<file path="src/source/fifo_pkg.sv">
//--------------------------------------------------------------------
// Byte FIFO shared definitions
// Sizes and the reset fill word of the FIFO, plus the request structs
// that the two controllers hand to the dual-port memory
//--------------------------------------------------------------------
package fifo_pkg;

    //----------------------------------------------------------------
    // Sizes
    //----------------------------------------------------------------
    localparam int DATA_W = 8;              // Bits per stored word
    localparam int DEPTH  = 16;             // Words in memory, power of two
    localparam int ADDR_W = $clog2(DEPTH);  // Memory address bits
    localparam int PTR_W  = ADDR_W + 1;     // Address plus wrap bit

    // Word loaded into every location on reset
    // Also seen on the read data while the read is disabled
    localparam logic [DATA_W-1:0] FILL_VALUE = 8'hFF;

    //----------------------------------------------------------------
    // Memory requests
    //----------------------------------------------------------------

    // Write port request from the write controller
    typedef struct packed {
        logic              en;    // Store strobe for this cycle
        logic [ADDR_W-1:0] addr;  // Target location
        logic [DATA_W-1:0] data;  // Word to store
    } wr_req_t;

    // Read port request from the read controller
    typedef struct packed {
        logic              en;    // Low gives FILL_VALUE on rdata
        logic [ADDR_W-1:0] addr;  // Head location
    } rd_req_t;

    // Write request is 1 + ADDR_W + DATA_W bits wide
    // Read request is 1 + ADDR_W bits wide

endpackage : fifo_pkg

</file>
<file path="src/source/fifo_rd_ctrl.sv">
//--------------------------------------------------------------------
// FIFO read controller
// Turns pop strobes into read addresses and shows the head word in
// show-ahead form; detects empty, counts occupancy and holds a
// sticky underflow flag
//--------------------------------------------------------------------
module fifo_rd_ctrl
    import fifo_pkg::*;
(
    input  logic             clka,       // Core clock
    input  logic             rstna,      // Async reset, active low
    //----------------------------------------------------------------
    // Consumer side
    //----------------------------------------------------------------
    input  logic             pop,        // Read strobe, one word
    output logic             empty,      // Nothing to pop
    output logic [PTR_W-1:0] count,      // Words held, 0 to DEPTH
    output logic             underflow,  // Sticky, pop seen while empty
    //----------------------------------------------------------------
    // Memory and write side
    //----------------------------------------------------------------
    input  logic [PTR_W-1:0] wr_ptr,     // From the write controller
    output rd_req_t          rd_req,     // To the memory read port
    output logic [PTR_W-1:0] rd_ptr      // To the write controller
);

    //----------------------------------------------------------------
    // Internal signals
    //----------------------------------------------------------------
    logic [ADDR_W-1:0] head_addr;  // Address part of rd_ptr
    logic              pop_ok;     // Pop accepted this cycle

    assign head_addr = rd_ptr[ADDR_W-1:0];

    // Both pointers on the same lap and slot
    assign empty = (rd_ptr == wr_ptr);

    // Modulo 2*DEPTH difference
    // The lap bit keeps full apart from empty, so DEPTH fits in PTR_W
    assign count = wr_ptr - rd_ptr;

    // Judged from the pointers before the edge
    // A push in the same cycle does not make this pop valid
    assign pop_ok = pop && !empty;

    //----------------------------------------------------------------
    // Read request
    //----------------------------------------------------------------

    // Head word is always presented while data is held
    // Combinational memory read gives show-ahead with no extra cycle
    assign rd_req.en   = !empty;     // Low parks rdata on FILL_VALUE
    assign rd_req.addr = head_addr;

    //----------------------------------------------------------------
    // Read pointer
    //----------------------------------------------------------------

    // Advancing the pointer retires the head word
    // Next word is on the read data right after the edge
    always_ff @(posedge clka or negedge rstna) begin
        if (!rstna) begin
            rd_ptr <= '0;
        end else if (pop_ok) begin
            rd_ptr <= rd_ptr + PTR_W'(1);  // Wraps through the lap bit
        end
    end

    //----------------------------------------------------------------
    // Underflow flag
    //----------------------------------------------------------------

    // Ignored pop is remembered until reset
    always_ff @(posedge clka or negedge rstna) begin
        if (!rstna) begin
            underflow <= 1'b0;
        end else if (pop && empty) begin
            underflow <= 1'b1;
        end
    end

    //----------------------------------------------------------------
    // Checks
    //----------------------------------------------------------------

    // Occupancy rests on both controllers keeping their pointers in
    // step; a count past DEPTH means the writer lapped the reader
    count_in_range_a : assert property (
        @(posedge clka) disable iff (!rstna)
        count <= PTR_W'(DEPTH)
    ) else begin
        $error("fifo_rd_ctrl: count %0d exceeds depth %0d", count, DEPTH);
    end

    // Pointer widths
    // rd_ptr and wr_ptr are PTR_W bits, count shares the same width
    // head_addr drops the lap bit for the memory address

endmodule : fifo_rd_ctrl

</file>
<file path="src/source/fifo_top.sv">
//--------------------------------------------------------------------
// Byte FIFO top level
// Single-clock FIFO with show-ahead output
// Write controller and read controller around a dual-port memory
//--------------------------------------------------------------------
module fifo_top
    import fifo_pkg::*;
(
    input  logic              clka,       // Core clock
    input  logic              rstna,      // Async reset, active low
    //----------------------------------------------------------------
    // Producer side
    //----------------------------------------------------------------
    input  logic              push,       // Enqueue strobe
    input  logic [DATA_W-1:0] push_data,  // Word to enqueue
    output logic              full,       // Push would be dropped
    output logic              overflow,   // Sticky until reset
    //----------------------------------------------------------------
    // Consumer side
    //----------------------------------------------------------------
    input  logic              pop,        // Dequeue strobe
    output logic [DATA_W-1:0] pop_data,   // Head word, show-ahead
    output logic              empty,      // Pop would be ignored
    output logic [PTR_W-1:0]  count,      // Words held
    output logic              underflow   // Sticky until reset
);

    //----------------------------------------------------------------
    // Internal wiring
    //----------------------------------------------------------------
    wr_req_t          wr_req;  // Write controller to memory
    rd_req_t          rd_req;  // Read controller to memory
    logic [PTR_W-1:0] wr_ptr;  // Tail pointer with lap bit
    logic [PTR_W-1:0] rd_ptr;  // Head pointer with lap bit

    // Input side
    fifo_wr_ctrl u_wr_ctrl (
        .clka      (clka),
        .rstna     (rstna),
        .push      (push),
        .push_data (push_data),
        .full      (full),
        .overflow  (overflow),
        .rd_ptr    (rd_ptr),
        .wr_req    (wr_req),
        .wr_ptr    (wr_ptr)
    );

    // Storage, read data goes straight out as pop_data
    sdp_ram u_ram (
        .clka   (clka),
        .rstna  (rstna),
        .wr_req (wr_req),
        .rd_req (rd_req),
        .rdata  (pop_data)
    );

    // Output side
    fifo_rd_ctrl u_rd_ctrl (
        .clka      (clka),
        .rstna     (rstna),
        .pop       (pop),
        .empty     (empty),
        .count     (count),
        .underflow (underflow),
        .wr_ptr    (wr_ptr),
        .rd_req    (rd_req),
        .rd_ptr    (rd_ptr)
    );

endmodule : fifo_top

</file>
<file path="src/source/fifo_wr_ctrl.sv">
//--------------------------------------------------------------------
// FIFO write controller
// Turns push strobes into memory write requests, keeps the write
// pointer, detects full and holds a sticky overflow flag
//--------------------------------------------------------------------
module fifo_wr_ctrl
    import fifo_pkg::*;
(
    input  logic              clka,       // Core clock
    input  logic              rstna,      // Async reset, active low
    //----------------------------------------------------------------
    // Producer side
    //----------------------------------------------------------------
    input  logic              push,       // Write strobe, one word
    input  logic [DATA_W-1:0] push_data,  // Word to enqueue
    output logic              full,       // No room for another word
    output logic              overflow,   // Sticky, push seen while full
    //----------------------------------------------------------------
    // Memory and read side
    //----------------------------------------------------------------
    input  logic [PTR_W-1:0]  rd_ptr,     // From the read controller
    output wr_req_t           wr_req,     // To the memory write port
    output logic [PTR_W-1:0]  wr_ptr      // To the read controller
);

    //----------------------------------------------------------------
    // Internal signals
    //----------------------------------------------------------------
    logic [ADDR_W-1:0] wr_addr;   // Address part of wr_ptr
    logic [ADDR_W-1:0] rd_addr;   // Address part of rd_ptr
    logic              wrap_ne;   // Wrap bits differ
    logic              push_ok;   // Push accepted this cycle

    assign wr_addr = wr_ptr[ADDR_W-1:0];
    assign rd_addr = rd_ptr[ADDR_W-1:0];
    assign wrap_ne = wr_ptr[ADDR_W] ^ rd_ptr[ADDR_W];

    // Writer is one lap ahead of the reader at the same slot
    assign full = wrap_ne && (wr_addr == rd_addr);

    // Judged from the pointers before the edge
    // A pop in the same cycle does not free room for this push
    assign push_ok = push && !full;

    //----------------------------------------------------------------
    // Write request
    //----------------------------------------------------------------

    // Combinational so the store lands at the accepting edge
    assign wr_req.en   = push_ok;
    assign wr_req.addr = wr_addr;    // Current tail slot
    assign wr_req.data = push_data;

    //----------------------------------------------------------------
    // Write pointer
    //----------------------------------------------------------------
    always_ff @(posedge clka or negedge rstna) begin
        if (!rstna) begin
            wr_ptr <= '0;
        end else if (push_ok) begin
            wr_ptr <= wr_ptr + PTR_W'(1);  // Wraps through the lap bit
        end
    end

    //----------------------------------------------------------------
    // Overflow flag
    //----------------------------------------------------------------

    // Dropped push is remembered until reset
    always_ff @(posedge clka or negedge rstna) begin
        if (!rstna) begin
            overflow <= 1'b0;
        end else if (push && full) begin
            overflow <= 1'b1;
        end
    end

    //----------------------------------------------------------------
    // Checks
    //----------------------------------------------------------------

    // A full FIFO must never write, else the head word is overwritten
    // before the read controller has passed it on
    // Room judged from the pointer distance, which also catches a
    // reader that has run past the writer
    no_write_when_full_a : assert property (
        @(posedge clka) disable iff (!rstna)
        wr_req.en |-> ((wr_ptr - rd_ptr) < PTR_W'(DEPTH))
    ) else begin
        $error("fifo_wr_ctrl: write request issued while full");
    end

endmodule : fifo_wr_ctrl

</file>
<file path="src/source/sdp_ram.sv">
//--------------------------------------------------------------------
// Simple dual-port memory
// One clocked write port and one gated combinational read port
// Whole array filled with FILL_VALUE on asynchronous reset
//--------------------------------------------------------------------
module sdp_ram
    import fifo_pkg::*;
(
    //----------------------------------------------------------------
    // Write port
    //----------------------------------------------------------------
    input  logic              clka,    // Core clock
    input  logic              rstna,   // Async reset, active low
    input  wr_req_t           wr_req,  // Enable, address and data
    //----------------------------------------------------------------
    // Read port
    //----------------------------------------------------------------
    input  rd_req_t           rd_req,  // Enable and address
    output logic [DATA_W-1:0] rdata    // Word at rd_req.addr
);

    //----------------------------------------------------------------
    // Storage
    //----------------------------------------------------------------
    logic [DATA_W-1:0] mem [DEPTH];  // DEPTH words of DATA_W bits

    // Reset walks every location so the contents are known
    // Write takes effect at the rising edge where en is high
    always_ff @(posedge clka or negedge rstna) begin
        if (!rstna) begin
            for (int i = 0; i < DEPTH; i++) begin
                mem[i] <= FILL_VALUE;  // Known fill
            end
        end else if (wr_req.en) begin
            mem[wr_req.addr] <= wr_req.data;  // Single word store
        end
    end

    //----------------------------------------------------------------
    // Read path
    //----------------------------------------------------------------

    // No output register, so the word follows the address in the
    // same cycle
    // Disabled read parks the output on the fill word
    assign rdata = rd_req.en ? mem[rd_req.addr] : FILL_VALUE;

    // A read of the location being written in this cycle returns the
    // old word; the new one appears after the edge

    //----------------------------------------------------------------
    // Checks
    //----------------------------------------------------------------

    // Enabled write must target a known location
    // An X address would smear the write over the array
    wr_addr_known_a : assert property (
        @(posedge clka) disable iff (!rstna)
        wr_req.en |-> !$isunknown(wr_req.addr)
    ) else begin
        $error("sdp_ram: write address unknown while write enabled");
    end

endmodule : sdp_ram

</file>
<file path="config.mk">
export PLATFORM = sky130hd
export DESIGN_NAME = fifo_top
export DESIGN_NICKNAME = d
export VERILOG_FILES = /design/src/source/fifo_pkg.sv /design/src/source/fifo_rd_ctrl.sv /design/src/source/fifo_top.sv /design/src/source/fifo_wr_ctrl.sv /design/src/source/sdp_ram.sv
export SDC_FILE = /design/constraint.sdc
export NUM_CORES = 1
export LEC_CHECK = 0
export CORE_AREA = 2 2 111 113
export CTS_CLUSTER_DIAMETER = 50
export CTS_CLUSTER_SIZE = 28
export DETAILED_ROUTE_END_ITERATION = 16
export DIE_AREA = 0 0 113 115
export DONT_BUFFER_PORTS = 1
export HOLD_SLACK_MARGIN = 0.08
export PLACE_DENSITY = 0.74
export SKIP_CTS_REPAIR_TIMING = 1
export SYNTH_ARGS = -nofsm -noshare
export SYNTH_HDL_FRONTEND = slang
export SYNTH_SLANG_ARGS = --single-unit
</file>
<file path="constraint.sdc">
create_clock -name clka -period 3 [get_ports clka]
set_input_delay 0.6 -clock clka [delete_from_list [all_inputs] [get_ports clka]]
set_output_delay 0.6 -clock clka [all_outputs]
set_load 0.005 [all_outputs]
</file>
==> summary.md <==
| Metric | Value |
|---|---|
| Final Skew | `0.00497 ns` |
| Cts bufs inserted | `17` |
| Clock Power Share | `0.215` |
| TritonCTS clock tree | `yes` |
| Sequential area share after synthesis | `0.532` |
| P_sw | `3.04 mW` |
| Slew Viols, Final | `0` |
| Vias in the first global route | `~4,100` |
| Final Hold Fails | `12` |
| Residual DRC | `3` |
| Final TNS setup | `0 ns` |
| Leak | `3.09 nW` |
| Peak Freq | `345 MHz` |
| WS Path Type | `register to output port` |
| Io pins | `29` |
| Core area | `11,800 um2` |
| Row Count | `40` |
| Worst hold path type | `primary input to async pin` |
| Grt ovf | `0` |
| Vias | `3,883` |
| DRT iter0 DRCs | `201` |
| First-pass GRT wire length | `23,100 um` |
| Avg Inst Size Synth | `14.3 um2` |
| Seq cells post-synth | `140` |
| Layout cells sized above 1 | `0.701` |
| Worst slew margin | `0.569` |
| Critical Path Sink Type | `output port` |
| Clock root cell | `clkbuf_16` |
| Cell family with most CP delay | `multiplexers` |
| Critical Path Source Type | `register` |
| Critical path data required time | `roughly 2.4 ns` |
| Max_cap viols | `0` |
| Routed wire length | `14,600 um` |
| Non-Filler Instances | `642` |
| Post-synth cell types | `40` |
| Minimum clock period | `2.90 ns` |
| N_diodes | `0` |
| Switch share | `0.322` |
| Peak VDD IR | `0.000546 V` |
| WP buf/inv | `1` |
| Final antenna-violating net count | `0` |
| Yosys warnings | `0` |
| Post-Syn Instances | `480` |
| Fin crit share | `0.966` |
| Failing checks | `DRC, hold timing` |
| Via density per instance | `6.05` |
| Fillers | `852` |
| Synth Flop Type | `dfstp_2` |
| Pre-CTS setup slack | `about 0.33 ns` |
| Synthesized area | `6890 um2` |
| TritonRoute pass-1 iters | `10` |
| Status | `finished, violations left` |
| Pin count of the biggest net entering global routing | `between 100 and 150` |
| Async SR Flop Fraction | `1.00` |
| Htree depth | `4` |
| Clock Sinks | `140` |
| GPL Wtd Cong | `0.896` |
| Most frequent cells in the layout | `mux2_2 (137), dfstp_2 (128), mux2i_1 (40)` |
| Placed insts | `610` |
| CP Cell Sequence | `buf_12, mux4_2, a211oi_2, o21ai_0` |
| Comb power frac | `0.369` |
| Tightest Pin Transition | `between 0.6 and 0.7 ns` |
| Slowest CP cell | `mux4_2` |
| Initial antenna violation count | `0` |
| Setup ws final | `0.101 ns` |
| Number of synthesized flops with an enable pin | `0` |
| Total Routing Usage GR | `0.240` |
| NumNets Final | `504` |
| PD cells | `1240 nW/um2` |
| Die width | `113 um` |
| Die Ht | `about 120 um` |
| WL per Instance | `approximately 23 um` |
| Port Buf Inserts | `0` |
| Syn_nets | `502` |
| CP Data Arrival Time | `2.30 ns` |
| Crit-path max cell delay | `0.56 ns` |
| P&R area growth vs syn | `10.5%` |
| Sequential power share | `0.416` |
| Worst-Skew Late Latency | `0.42 ns` |
| Overall power | `9.44 mW` |
| RSZ-0062 raised after global routing | `no` |
| Final setup violation count | `0` |
| Clk buf depth | `2` |
| DPL Wire Length | `~9500 um` |
| Clock-pin slew on the worst setup and hold paths | `0.06 ns` |
| Commonest non-fill, non-tap cell in the layout | `mux2_2` |
| Initial core utilization | `0.583` |
| Die area | `roughly 13,000 um2` |
| Hold WS | `-0.124 ns` |
| CP max FO | `41` |
| Cell Int Power | `6.40 mW` |
==> state kept, by name, summed over array words and instances, names as in the netlist <==
name,flops
u_rd_ctrl.rd_ptr,5
u_wr_ctrl.wr_ptr,5
u_ram.mem,128
u_rd_ctrl.underflow,1
u_wr_ctrl.overflow,1
==> cell families after synthesis <==
kind of cell    synth area share
simple gates              0.0418
compound gates            0.0556
flops                      0.532
buf+inv                   0.0267
mux                        0.308
fa+ha+maj                 0.0193
xor+xnor                  0.0164
==> layer usage <==
metal | vias up | part of all wire | GRT usage | wire [um]
met3 | 19 | 0.043 | 0.0606 | 635
li1 | 1762 | - | - | -
met4 | 0 | 0.017 | 0.0837 | 244
met2 | 61 | 0.51 | 0.392 | 7410
met1 | 2041 | 0.43 | 0.315 | 6310
met5 | - | 0 | 0 | 0
==> Yosys cell counts (2+ instances only) <==
| cell type | number | share of area |
|---|---|---|
| ha_1 | 9 | 0.016 |
| nor2b_1 | 3 | 0.0027 |
| nand2_1 | 6 | 0.0033 |
| mux4_2 | 8 | 0.026 |
| xnor2_1 | 10 | 0.013 |
| mux2_2 | 137 | 0.22 |
| mux2i_1 | 40 | 0.058 |
| a21oi_2 | 3 | 0.0038 |
| a21o_1 | 4 | 0.0044 |
| a21oi_1 | 10 | 0.0073 |
| a211oi_1 | 8 | 0.0087 |
| buf_1 | 2 | 0.0011 |
| nand3_4 | 3 | 0.0076 |
| nand3_2 | 3 | 0.0044 |
| nand2_2 | 10 | 0.0091 |
| inv_1 | 9 | 0.0049 |
| nor2_1 | 4 | 0.0022 |
| dfstp_2 | 128 | 0.49 |
| a22o_1 | 8 | 0.010 |
| o22ai_1 | 8 | 0.0073 |
| nand4_1 | 3 | 0.0027 |
| buf_4 | 9 | 0.0098 |
| o21ai_0 | 17 | 0.012 |
| clkbuf_1 | 11 | 0.0060 |
| dfrtp_1 | 12 | 0.044 |
==> layout make-up <==
cell class	count	area (um2)	share of cell area
timing repair buffer	8	72.6	0.00953
clock buffer	22	495	0.0651
multi-input combinational	305	3060	0.402
tap	147	184	0.0242
inverter	10	40.0	0.00526
clock inverter	10	87.6	0.0115
sequential	140	3670	0.482
==> power groups by stage <==
stage                     sequential [mW]  combinational (mW)  clock [mW]
after CTS                            3.91                3.48        2.06
after floorplan                      3.70                2.86           0
after global routing                 4.04                3.78        2.15
final                                3.92                3.49        2.03
after detailed placement             3.93                3.46           0
after global placement               3.86                3.37           0
==> metrics by stage <==
step / instance area [um2] / utilization
after floorplan: 6890 / -
after global placement: 7000 / 0.593
after detailed placement: 7000 / 0.593
after CTS: 7580 / 0.642
after global routing: 7610 / 0.644
final: 7610 / 0.644
==> worst register-to-register path: cells and delay by family (launching register included) <==
family	cells	cell delay, ns
AO/OA/AOI/OAI	1	0.39
AND/OR/NAND/NOR	2	0.40
multiplexers	1	0.34
flip-flops	1	0.42
buffers and inverters	2	0.34
adder cells (fa/ha/maj)	1	0.36
==> final timing paths <==
check	depth (start not counted)	slack [ns]	startpoint	end
worst max-delay path	4	0.10	u_rd_ctrl.rd_ptr[0]$_DFFE_PN0P_	pop_data[3]
worst min-delay path	0	-0.12	rstna	u_wr_ctrl.wr_ptr[4]$_DFFE_PN0P_
worst max register to register	7	0.67	u_rd_ctrl.rd_ptr[2]$_DFFE_PN0P_	u_ram.mem[34]$_DFFE_PN1P_
worst min register to register	1	0.48	u_rd_ctrl.underflow$_DFFE_PN0P_	u_rd_ctrl.underflow$_DFFE_PN0P_
max in group asynchronous	0	2.81	rstna	u_ram.mem[35]$_DFFE_PN1P_
min in group clka	1	0.30	pop	u_rd_ctrl.underflow$_DFFE_PN0P_
(Power assumes the default switching activity.)
